[config.mk]
export PLATFORM = sky130hd
export DESIGN_NAME = lsq_top
export DESIGN_NICKNAME = d
export VERILOG_FILES = /design/src/verilog/lsq_pkg.sv /design/src/verilog/lsq_store.sv /design/src/verilog/lsq_reg_read_req.sv /design/src/verilog/prf.sv /design/src/verilog/lsq_data_capture.sv /design/src/verilog/lsq_top.sv
export VERILOG_INCLUDE_DIRS = /design/src /design/src/verilog
export SDC_FILE = /design/constraint.sdc
export NUM_CORES = 2
export LEC_CHECK = 0
export ABC_AREA = 1
export BUFFER_PORTS_ARGS = -buffer_cell sky130_fd_sc_hd__buf_2
export CAP_MARGIN = 10
export CORE_MARGIN = 4
export CORE_UTILIZATION = 55
export CTS_CLUSTER_SIZE = 12
export DETAILED_ROUTE_END_ITERATION = 7
export PLACE_DENSITY_LB_ADDON = 0.12
export SLEW_MARGIN = 20
export SYNTH_ARGS = -nofsm -noshare
export SYNTH_HDL_FRONTEND = slang
export SYNTH_SLANG_ARGS = --single-unit
[constraint.sdc]
create_clock -name clk -period 4.7 [get_ports clk]
set_clock_uncertainty 0.05 [all_clocks]
set_input_delay 0.235 -clock clk [delete_from_list [all_inputs] [get_ports clk]]
set_output_delay 0.235 -clock clk [all_outputs]
set_load 0.02 [all_outputs]
[src/verilog/lsq_settings.svh]
/*
 * Size settings for the load/store queue store-operand path.
 * Queue rows, register file sizes and the register data width.
 */

`ifndef LSQ_SETTINGS_SVH
`define LSQ_SETTINGS_SVH

// ====================
// Queue geometry
// ====================

// Number of queue rows with two entries (column 0 and column 1) in each row
`define LSQ_ROWS 8

// ====================
// Register files
// ====================

// Physical registers held in the register file
`define PREGS 64
// Architectural registers named by the program
`define AREGS 32
// Width of one register data word
`define DATA_W 32

`endif

[src/verilog/lsq_pkg.sv]
/*
 * Shared types for the load/store queue store-operand path.
 * Register numbers, checkpoint index, data word, queue index and entry.
 */

`default_nettype none

`include "lsq_settings.svh"

package lsq_pkg;

	// ====================
	// Register and data types
	// ====================

	// Architectural register number of 5 bits for 32 registers
	typedef logic [$clog2(`AREGS)-1:0] aregno_t;

	// Physical register number of 6 bits for 64 registers
	typedef logic [$clog2(`PREGS)-1:0] pregno_t;

	// Checkpoint index that is only carried through to retirement here
	typedef logic [4:0] checkpt_ndx_t;

	// One register data word
	typedef logic [`DATA_W-1:0] data_t;

	// ====================
	// Queue types
	// ====================

	// Locates one entry by its row and the column inside that row
	// Column 0 comes before column 1, then the next row follows
	typedef struct packed {
		logic [$clog2(`LSQ_ROWS)-1:0] row;
		logic col;
	} lsq_ndx_t;

	// One queue entry
	// The dv flag is set once the store data has been captured
	typedef struct packed {
		logic v;
		logic store;
		logic dv;
		aregno_t aRc;
		pregno_t pRc;
		checkpt_ndx_t cndx;
		data_t data;
	} lsq_entry_t;

endpackage

`default_nettype wire

[src/verilog/lsq_store.sv]
/*
 * Queue entry storage with head and tail pointers and an entry count.
 * Enqueue at the tail, store data capture, in-order retirement at the head.
 */

`timescale 1ns/10ps
`default_nettype none

`include "lsq_settings.svh"

module lsq_store (
	input  logic clk,
	input  logic rst,
	input  logic enq,
	input  logic enq_store,
	input  lsq_pkg::aregno_t enq_areg,
	input  lsq_pkg::pregno_t enq_preg,
	input  lsq_pkg::checkpt_ndx_t enq_cndx,
	input  logic cap_wr,
	input  lsq_pkg::lsq_ndx_t cap_ndx,
	input  lsq_pkg::data_t cap_data,
	output lsq_pkg::lsq_entry_t [1:0] lsq [0:`LSQ_ROWS-1],
	output lsq_pkg::lsq_ndx_t lsq_head,
	output logic full,
	output logic ret_v,
	output logic ret_store,
	output lsq_pkg::aregno_t ret_areg,
	output lsq_pkg::pregno_t ret_preg,
	output lsq_pkg::checkpt_ndx_t ret_cndx,
	output lsq_pkg::data_t ret_data
);

	localparam int ENTRIES = 2 * `LSQ_ROWS;
	localparam int CNT_W = $clog2(ENTRIES + 1);
	localparam int LAST_ROW = `LSQ_ROWS - 1;

	lsq_pkg::lsq_ndx_t tail;
	logic [CNT_W-1:0] count;
	lsq_pkg::lsq_entry_t head_ent;
	logic retire;

	// Steps an index to the next entry with column 0 first and a wrap after the last row
	function automatic lsq_pkg::lsq_ndx_t next_ndx(input lsq_pkg::lsq_ndx_t n);
		lsq_pkg::lsq_ndx_t r;
		r = n;
		if (n.col == 1'b0) begin
			r.col = 1'b1;
		end
		else begin
			r.col = 1'b0;
			if (int'(n.row) == LAST_ROW)
				r.row = '0;
			else
				r.row = n.row + 1'b1;
		end
		return r;
	endfunction

	// ====================
	// Head and retire test
	// ====================

	assign head_ent = lsq[lsq_head.row][lsq_head.col];

	// A load may leave as soon as it is at the head while a store waits for its data
	assign retire = head_ent.v && (!head_ent.store || head_ent.dv);

	// Full is decoded from the entry count
	assign full = (count == CNT_W'(ENTRIES));

	// ====================
	// Pointers and entries
	// ====================

	always_ff @(posedge clk) begin
		if (rst) begin
			lsq_head <= '0;
			tail <= '0;
			count <= '0;
			ret_v <= 1'b0;
			for (int r = 0; r < `LSQ_ROWS; r++) begin
				lsq[r][0].v <= 1'b0;
				lsq[r][1].v <= 1'b0;
			end
		end
		else begin
			// Retirement pulses the ret outputs for one cycle only
			ret_v <= retire;
			if (retire) begin
				ret_store <= head_ent.store;
				ret_areg <= head_ent.aRc;
				ret_preg <= head_ent.pRc;
				ret_cndx <= head_ent.cndx;
				// Loads carry no data out of this path
				ret_data <= head_ent.store ? head_ent.data : '0;
				lsq[lsq_head.row][lsq_head.col].v <= 1'b0;
				lsq_head <= next_ndx(lsq_head);
			end

			// Capture writes arrive already checked against the target entry
			if (cap_wr) begin
				lsq[cap_ndx.row][cap_ndx.col].data <= cap_data;
				lsq[cap_ndx.row][cap_ndx.col].dv <= 1'b1;
			end

			// New entries go in at the tail with no data yet
			if (enq) begin
				lsq[tail.row][tail.col].v <= 1'b1;
				lsq[tail.row][tail.col].store <= enq_store;
				lsq[tail.row][tail.col].dv <= 1'b0;
				lsq[tail.row][tail.col].aRc <= enq_areg;
				lsq[tail.row][tail.col].pRc <= enq_preg;
				lsq[tail.row][tail.col].cndx <= enq_cndx;
				tail <= next_ndx(tail);
			end

			// Count follows enqueues and retirements, which may happen together
			case ({enq, retire})
				2'b10: count <= count + 1'b1;
				2'b01: count <= count - 1'b1;
				default: count <= count;
			endcase
		end
	end

	// ====================
	// Assertions
	// ====================

	// The source of enqueues must watch full since a new entry has nowhere to go
	assert property (@(posedge clk) disable iff (rst) enq |-> !full)
		else $error("enqueue while the queue is full");

	// The capture stage only writes into an entry that is still in use
	assert property (@(posedge clk) disable iff (rst)
		cap_wr |-> lsq[cap_ndx.row][cap_ndx.col].v)
		else $error("capture write to an invalid entry");

	// Head and tail meet exactly when the queue is empty or full
	assert property (@(posedge clk) disable iff (rst)
		(lsq_head == tail) == (count == '0 || full))
		else $error("head and tail pointers out of step with the entry count");

endmodule

`default_nettype wire

[src/verilog/lsq_reg_read_req.sv]
/*
 * Read-request stage for store operands.
 * Samples the head entry and issues a register read for stores.
 */

`timescale 1ns/10ps
`default_nettype none

`include "lsq_settings.svh"

module lsq_reg_read_req (
	input  logic clk,
	input  logic rst,
	input  lsq_pkg::lsq_ndx_t lsq_head,
	input  lsq_pkg::lsq_entry_t [1:0] lsq [0:`LSQ_ROWS-1],
	output lsq_pkg::aregno_t aReg,
	output lsq_pkg::pregno_t rd_preg,
	output lsq_pkg::checkpt_ndx_t cndx,
	output lsq_pkg::lsq_ndx_t id,
	output lsq_pkg::lsq_ndx_t id1,
	output logic rd_v
);

	lsq_pkg::lsq_entry_t head_ent;

	// The head entry as seen this cycle
	assign head_ent = lsq[lsq_head.row][lsq_head.col];

	// ====================
	// Request register
	// ====================

	// The read is issued every cycle the head is valid, so reads can overlap
	// Stale replies are rejected later by the capture stage
	always_ff @(posedge clk) begin
		if (rst) begin
			rd_v <= 1'b0;
		end
		else begin
			// Only stores need their data register read
			rd_v <= head_ent.v && head_ent.store;
		end
	end

	// Fields of the head are held while the head is empty
	always_ff @(posedge clk) begin
		if (head_ent.v) begin
			aReg <= head_ent.aRc;
			rd_preg <= head_ent.pRc;
			cndx <= head_ent.cndx;
			// The index rides with the read as its tag
			id <= lsq_head;
			// Delayed copy of the tag that lines up with the register reply
			id1 <= id;
		end
	end

endmodule

`default_nettype wire

[src/verilog/prf.sv]
/*
 * Physical register file with one write port and one registered read port.
 * Reads carry a queue index tag through to the reply.
 */

`timescale 1ns/10ps
`default_nettype none

`include "lsq_settings.svh"

module prf (
	input  logic clk,
	input  logic rst,
	input  logic wr,
	input  lsq_pkg::pregno_t wr_preg,
	input  lsq_pkg::data_t wr_data,
	input  logic rd_v,
	input  lsq_pkg::pregno_t rd_preg,
	input  lsq_pkg::lsq_ndx_t rd_tag,
	output logic rsp_v,
	output lsq_pkg::pregno_t rsp_preg,
	output lsq_pkg::lsq_ndx_t rsp_tag,
	output lsq_pkg::data_t rsp_data
);

	lsq_pkg::data_t regs [0:`PREGS-1];

	// ====================
	// Register array
	// ====================

	always_ff @(posedge clk) begin
		if (rst) begin
			for (int i = 0; i < `PREGS; i++)
				regs[i] <= '0;
		end
		else if (wr) begin
			regs[wr_preg] <= wr_data;
		end
	end

	// ====================
	// Read reply
	// ====================

	always_ff @(posedge clk) begin
		if (rst)
			rsp_v <= 1'b0;
		else
			rsp_v <= rd_v;
	end

	// A write to the register being read on the same edge is passed straight through
	always_ff @(posedge clk) begin
		rsp_preg <= rd_preg;
		rsp_tag <= rd_tag;
		rsp_data <= (wr && wr_preg == rd_preg) ? wr_data : regs[rd_preg];
	end

endmodule

`default_nettype wire

[src/verilog/lsq_data_capture.sv]
/*
 * Store data capture.
 * Checks a tagged register reply against its queue entry and builds the write.
 */

`timescale 1ns/10ps
`default_nettype none

`include "lsq_settings.svh"

module lsq_data_capture (
	input  logic rsp_v,
	input  lsq_pkg::pregno_t rsp_preg,
	input  lsq_pkg::lsq_ndx_t rsp_tag,
	input  lsq_pkg::data_t rsp_data,
	input  lsq_pkg::lsq_entry_t [1:0] lsq [0:`LSQ_ROWS-1],
	output logic cap_wr,
	output lsq_pkg::lsq_ndx_t cap_ndx,
	output lsq_pkg::data_t cap_data
);

	lsq_pkg::lsq_entry_t tgt;
	logic tgt_match;

	// Entry named by the reply tag
	assign tgt = lsq[rsp_tag.row][rsp_tag.col];

	// ====================
	// Acceptance rule
	// ====================

	// The slot must still hold a store waiting on this very register
	// Replies to a retired or reused slot fail one of these tests and are dropped
	// Repeated replies are dropped as well once dv is set
	assign tgt_match = tgt.v && tgt.store && !tgt.dv && (tgt.pRc == rsp_preg);

	assign cap_wr = rsp_v && tgt_match;
	assign cap_ndx = rsp_tag;
	assign cap_data = rsp_data;

endmodule

`default_nettype wire

[src/verilog/lsq_top.sv]
/*
 * Top level of the store-operand path.
 * Connects the queue, read-request stage, register file and capture stage.
 */

`timescale 1ns/10ps
`default_nettype none

`include "lsq_settings.svh"

module lsq_top (
	input  logic clk,
	input  logic rst,
	input  logic enq,
	input  logic enq_store,
	input  lsq_pkg::aregno_t enq_areg,
	input  lsq_pkg::pregno_t enq_preg,
	input  lsq_pkg::checkpt_ndx_t enq_cndx,
	input  logic wr,
	input  lsq_pkg::pregno_t wr_preg,
	input  lsq_pkg::data_t wr_data,
	output logic full,
	output logic ret_v,
	output logic ret_store,
	output lsq_pkg::aregno_t ret_areg,
	output lsq_pkg::pregno_t ret_preg,
	output lsq_pkg::checkpt_ndx_t ret_cndx,
	output lsq_pkg::data_t ret_data
);

	// Queue state seen by the request and capture stages
	lsq_pkg::lsq_entry_t [1:0] lsq [0:`LSQ_ROWS-1];
	lsq_pkg::lsq_ndx_t lsq_head;

	// Read request toward the register file
	logic rd_v;
	lsq_pkg::pregno_t rd_preg;
	lsq_pkg::lsq_ndx_t rd_id;

	// Tagged register reply
	logic rsp_v;
	lsq_pkg::pregno_t rsp_preg;
	lsq_pkg::lsq_ndx_t rsp_tag;
	lsq_pkg::data_t rsp_data;

	// Entry data write
	logic cap_wr;
	lsq_pkg::lsq_ndx_t cap_ndx;
	lsq_pkg::data_t cap_data;

	// ====================
	// Instances
	// ====================

	lsq_store u_store (
		.clk(clk), .rst(rst),
		.enq(enq), .enq_store(enq_store), .enq_areg(enq_areg),
		.enq_preg(enq_preg), .enq_cndx(enq_cndx),
		.cap_wr(cap_wr), .cap_ndx(cap_ndx), .cap_data(cap_data),
		.lsq(lsq), .lsq_head(lsq_head), .full(full),
		.ret_v(ret_v), .ret_store(ret_store), .ret_areg(ret_areg),
		.ret_preg(ret_preg), .ret_cndx(ret_cndx), .ret_data(ret_data)
	);

	// aReg, cndx and id1 stay inside the stage, visible there in traces
	lsq_reg_read_req u_rd_req (
		.clk(clk), .rst(rst),
		.lsq_head(lsq_head), .lsq(lsq),
		.aReg(), .rd_preg(rd_preg), .cndx(),
		.id(rd_id), .id1(), .rd_v(rd_v)
	);

	prf u_prf (
		.clk(clk), .rst(rst),
		.wr(wr), .wr_preg(wr_preg), .wr_data(wr_data),
		.rd_v(rd_v), .rd_preg(rd_preg), .rd_tag(rd_id),
		.rsp_v(rsp_v), .rsp_preg(rsp_preg), .rsp_tag(rsp_tag), .rsp_data(rsp_data)
	);

	lsq_data_capture u_capture (
		.rsp_v(rsp_v), .rsp_preg(rsp_preg), .rsp_tag(rsp_tag), .rsp_data(rsp_data),
		.lsq(lsq),
		.cap_wr(cap_wr), .cap_ndx(cap_ndx), .cap_data(cap_data)
	);

endmodule

`default_nettype wire

==> summary.md <==
| Metric | Value |
|---|---|
| Reg-to-Reg Start | `u_store.lsq_head[1]` |
| Synth Cell Area | `127000 um2` |
| Clk slew on worst S/H paths | `~60 ps` |
| # IOs | `110` |
| Met2 WL post-DR | `194000 um` |
| Fin. Hold Viols | `0` |
| # setup viols final | `0` |
| Initial DRC Count | `roughly 14000` |
| Met3 WL | `roughly 51000 um` |
| Syn_nets | `11800` |
| Cell mode on critical path | `nand2_1` |
| Routed WL | `432000 um` |
| Grt total ovfl | `0` |
| CTS tree | `built` |
| Critical Path Max Stage Delay | `760 ps` |
| Die ar. | `239000 um2` |
| Wire per inst | `29.3 um` |
| Outcome | `complete, but fails checks` |
| Crit path launch | `u_store.lsq_head[1]` |
| Min cycle time layout | `4300 ps` |
| WP data arrival | `5090 ps` |
| Max-slew violations | `0` |
| Total power | `about 69 mW` |
| Clk sinks | `2987` |
| Post-DP HPWL | `~250000 um` |
| First-pass GRT wire length | `~620000 um` |
| Relative slew slack | `23.9%` |
| Met1 wire length | `~160000 um` |
| Pleak | `approximately 51 nW` |
| Cts bufs inserted | `328` |
| Post-layout net count | `11600` |
| Setup TNS | `0 ps` |
| Top sig layer | `met5` |
| Vias in the first global route | `between 80000 and 90000` |
| FMAX | `around 0.23 GHz` |
| Height of the chip | `489 um` |
| Hold Path Class | `primary input to flip-flop` |
| # port buffers | `between 100 and 150` |
| DRT Pass-1 Iters | `8` |
| Reg-to-reg slack, setup | `about 400 ps` |
| Largest net degree at the start of global routing | `180` |
| Max rail drop VDD | `approximately 0.00042 V` |
| Die W | `489 um` |
| Syn avg cell area | `10.9 um2` |
| Layout cells sized above 1 | `8.74%` |
| Slowest CP cell | `dfxtp_1` |
| Setup CP Type | `flip-flop to flip-flop` |
| Critical Path Sink Type | `flip-flop` |
| YS warnings | `0` |
| Max-cap check violation count | `0` |
| Final ANT Viol Nets | `0` |
| Worst Path Max Fanout | `18` |
| CTS Buffer Depth | `4` |
| #FFs+latches synth | `2987` |
| WP data required | `~5500 ps` |
| Synth Flop Type | `edfxtp_1` |
| Synthesized netlist cell count | `11700` |
| Pwr dens | `around 490 nW/um2` |
| Final Instance Count excl. Fillers | `about 15000` |
| Post-layout util | `61.3%` |
| Worst-path cell chain | `inv_1 -> nand2_1 -> buf_4 -> o22ai_1 -> nor2_1 -> nand4_1 -> nand2_1 -> nand2_1 -> nand2_1 -> inv_2 -> ha_1 -> xor2_1 -> ha_1 -> a21oi_1 -> nor4_1 -> a21oi_1 -> o21ai_0 -> o21ai_0 -> a21oi_1` |
| Vias/cell | `~6.4` |
| P&R area growth vs syn | `10.9%` |
| Failing checks | `DRC` |
| GRT Util Overall | `a little over a third` |
| Seq/Total Area, Yosys | `69.8%` |
| Yosys cell types | `51` |
| Actual slew at the worst max-slew pin | `1140 ps` |
| Inst Count DP | `14200` |
| Clk_lat worst skew | `950 ps` |
| Final Wtd Congestion | `0.946` |
| Fin crit share | `91.4%` |
| Ys async rst share | `0%` |
| Cell Rows | `176` |
| Critical Path Start Type | `flip-flop` |
| Clk Tree Root Cell | `clkbuf_16` |
| Htree depth | `5` |
| Setup Fix Bufs, Post-CTS | `0` |
| HP Start | `wr_data[30]` |
| Initial antenna violation count | `18` |
| Via count | `roughly 94000` |
| Core Area | `230000 um2` |
| Post-synth EDFFs | `2907` |
| DRC Markers | `12` |
| CP delay by family, top | `simple AND/OR/NAND/NOR gates` |
| RSZ-0062 raised after global routing | `false` |
| Critical path buffers and inverters | `3` |
| Starting Density | `a little under three fifths` |
==> placed cells by master (no fill, tap or decap), types with 34 or more instances in the layout <==
cell           synthesis  final
buf_12                 0     41
inv_1                233    207
nand4_1               79     79
o22ai_1              496    496
nand2_1             1055   1054
clkbuf_1             829     98
clkbuf_16              0    333
dlygate4sd3_1          0     34
clkinv_2               0     66
nand3_1              442    442
nor2_1              3581   3547
edfxtp_1            2907   2907
o21ai_0             1172   1172
buf_4                 22    350
clkinv_1              14     63
a221oi_1              78     78
buf_2                125    108
a21oi_1              160    160
a22o_1               143    143
dfxtp_1               80     73
==> per-stage QoR <==
step           hold WS [ps]  cell area, um2  worst slack (ps)
2_1_floorplan           273          127000               642
3_3_place_gp            278          131000               313
6_report               55.6          141000               405
4_1_cts                8.52          141000               468
5_1_grt                67.7          141000              44.4
3_5_place_dp            284          131000               517
==> worst paths after layout <==
path | to | cells past startpoint
hold reg to reg | u_prf.rsp_tag[0] | 0
hold / removal | u_prf.regs[26][30] | 3
setup reg to reg | u_store.count[4] | 19
setup / recovery | u_store.count[4] | 19
==> registers in the layout, indices dropped and copies added (netlist names), 4 cells and up, named ones only <==
name	count
u_prf.regs	2048
u_store.lsq	816
u_prf.rsp_data	32
u_store.ret_data	32
u_prf.rsp_preg	6
u_rd_req.rd_preg	6
u_store.ret_preg	6
u_store.count	5
u_store.ret_areg	5
u_store.ret_cndx	5
u_prf.rsp_tag	4
u_rd_req.id	4
u_store.lsq_head	4
u_store.tail	4
==> synth_stat cells, types with 4 or more instances <==
| cell type | number | area share, % |
|---|---|---|
| nor2_1 | 3581 | 11 |
| edfxtp_1 | 2907 | 68 |
| o21ai_0 | 1172 | 4.6 |
| nand2_1 | 1055 | 3.1 |
| clkbuf_1 | 829 | 2.4 |
| o22ai_1 | 496 | 2.4 |
| nand3_1 | 442 | 1.7 |
| inv_1 | 233 | 0.69 |
| a21oi_1 | 160 | 0.63 |
| a22o_1 | 143 | 0.98 |
| buf_2 | 125 | 0.49 |
| dfxtp_1 | 80 | 1.3 |
| nand4_1 | 79 | 0.39 |
| a221oi_1 | 78 | 0.54 |
| buf_1 | 50 | 0.15 |
| a22oi_1 | 28 | 0.16 |
| o221ai_1 | 25 | 0.17 |
| buf_4 | 22 | 0.13 |
| o211ai_1 | 22 | 0.13 |
| inv_2 | 21 | 0.062 |
| nor3_1 | 20 | 0.079 |
| nand3_2 | 15 | 0.12 |
| clkinv_1 | 14 | 0.041 |
| a21oi_2 | 10 | 0.069 |
| a211oi_1 | 9 | 0.053 |
| o21ai_1 | 8 | 0.031 |
| o21bai_1 | 8 | 0.047 |
| ha_1 | 7 | 0.069 |
| nor2_2 | 4 | 0.020 |
| nor4_2 | 4 | 0.039 |
==> timing repair <==
item                      4_1_cts  5_1_grt
hold buffers                   33        1
gates resized for setup         0        0
hold endpoints to repair      364       30
==> tightest hold or removal path, stage by stage <==
cell and delay [ps]:
buf_2 120, clkinv_2 410, nor2_1 100
==> logic make-up after synthesis <==
logic type | share of synthesized area [%]
adder cells (fa/ha/maj) | 0.0687
AND/OR/NAND/NOR | 16.2
XOR/XNOR | 0.0344
AO/OA/AOI/OAI | 9.96
buffers and inverters | 4.03
flip-flops | 69.8
==> power by group <==
part	total [mW]	internal, mW	switching, mW
sequential	32.4	31.1	1.31
clock	23.5	13.4	10.2
combinational	12.9	3.13	9.72
total	68.8	47.6	21.2
==> area by class of cell <==
type | count | area (um2)
Fill cell | 18500 | 89100
Tap cell | 3026 | 3790
Clock inverter | 97 | 602
Clock buffer | 440 | 8820
Inverter | 269 | 1090
Antenna cell | 21 | 52.6
Timing Repair Buffer | 533 | 4330
Multi-Input combinational cell | 7402 | 33700
Sequential cell | 2987 | 88900
==> metal layers <==
layer	GRT usage [%]	vias up
met5	0	-
met4	19.0	8
met3	7.24	1046
met2	53.3	6374
met1	49.1	46400
li1	-	40500
Power figures use the tool's default switching activity.
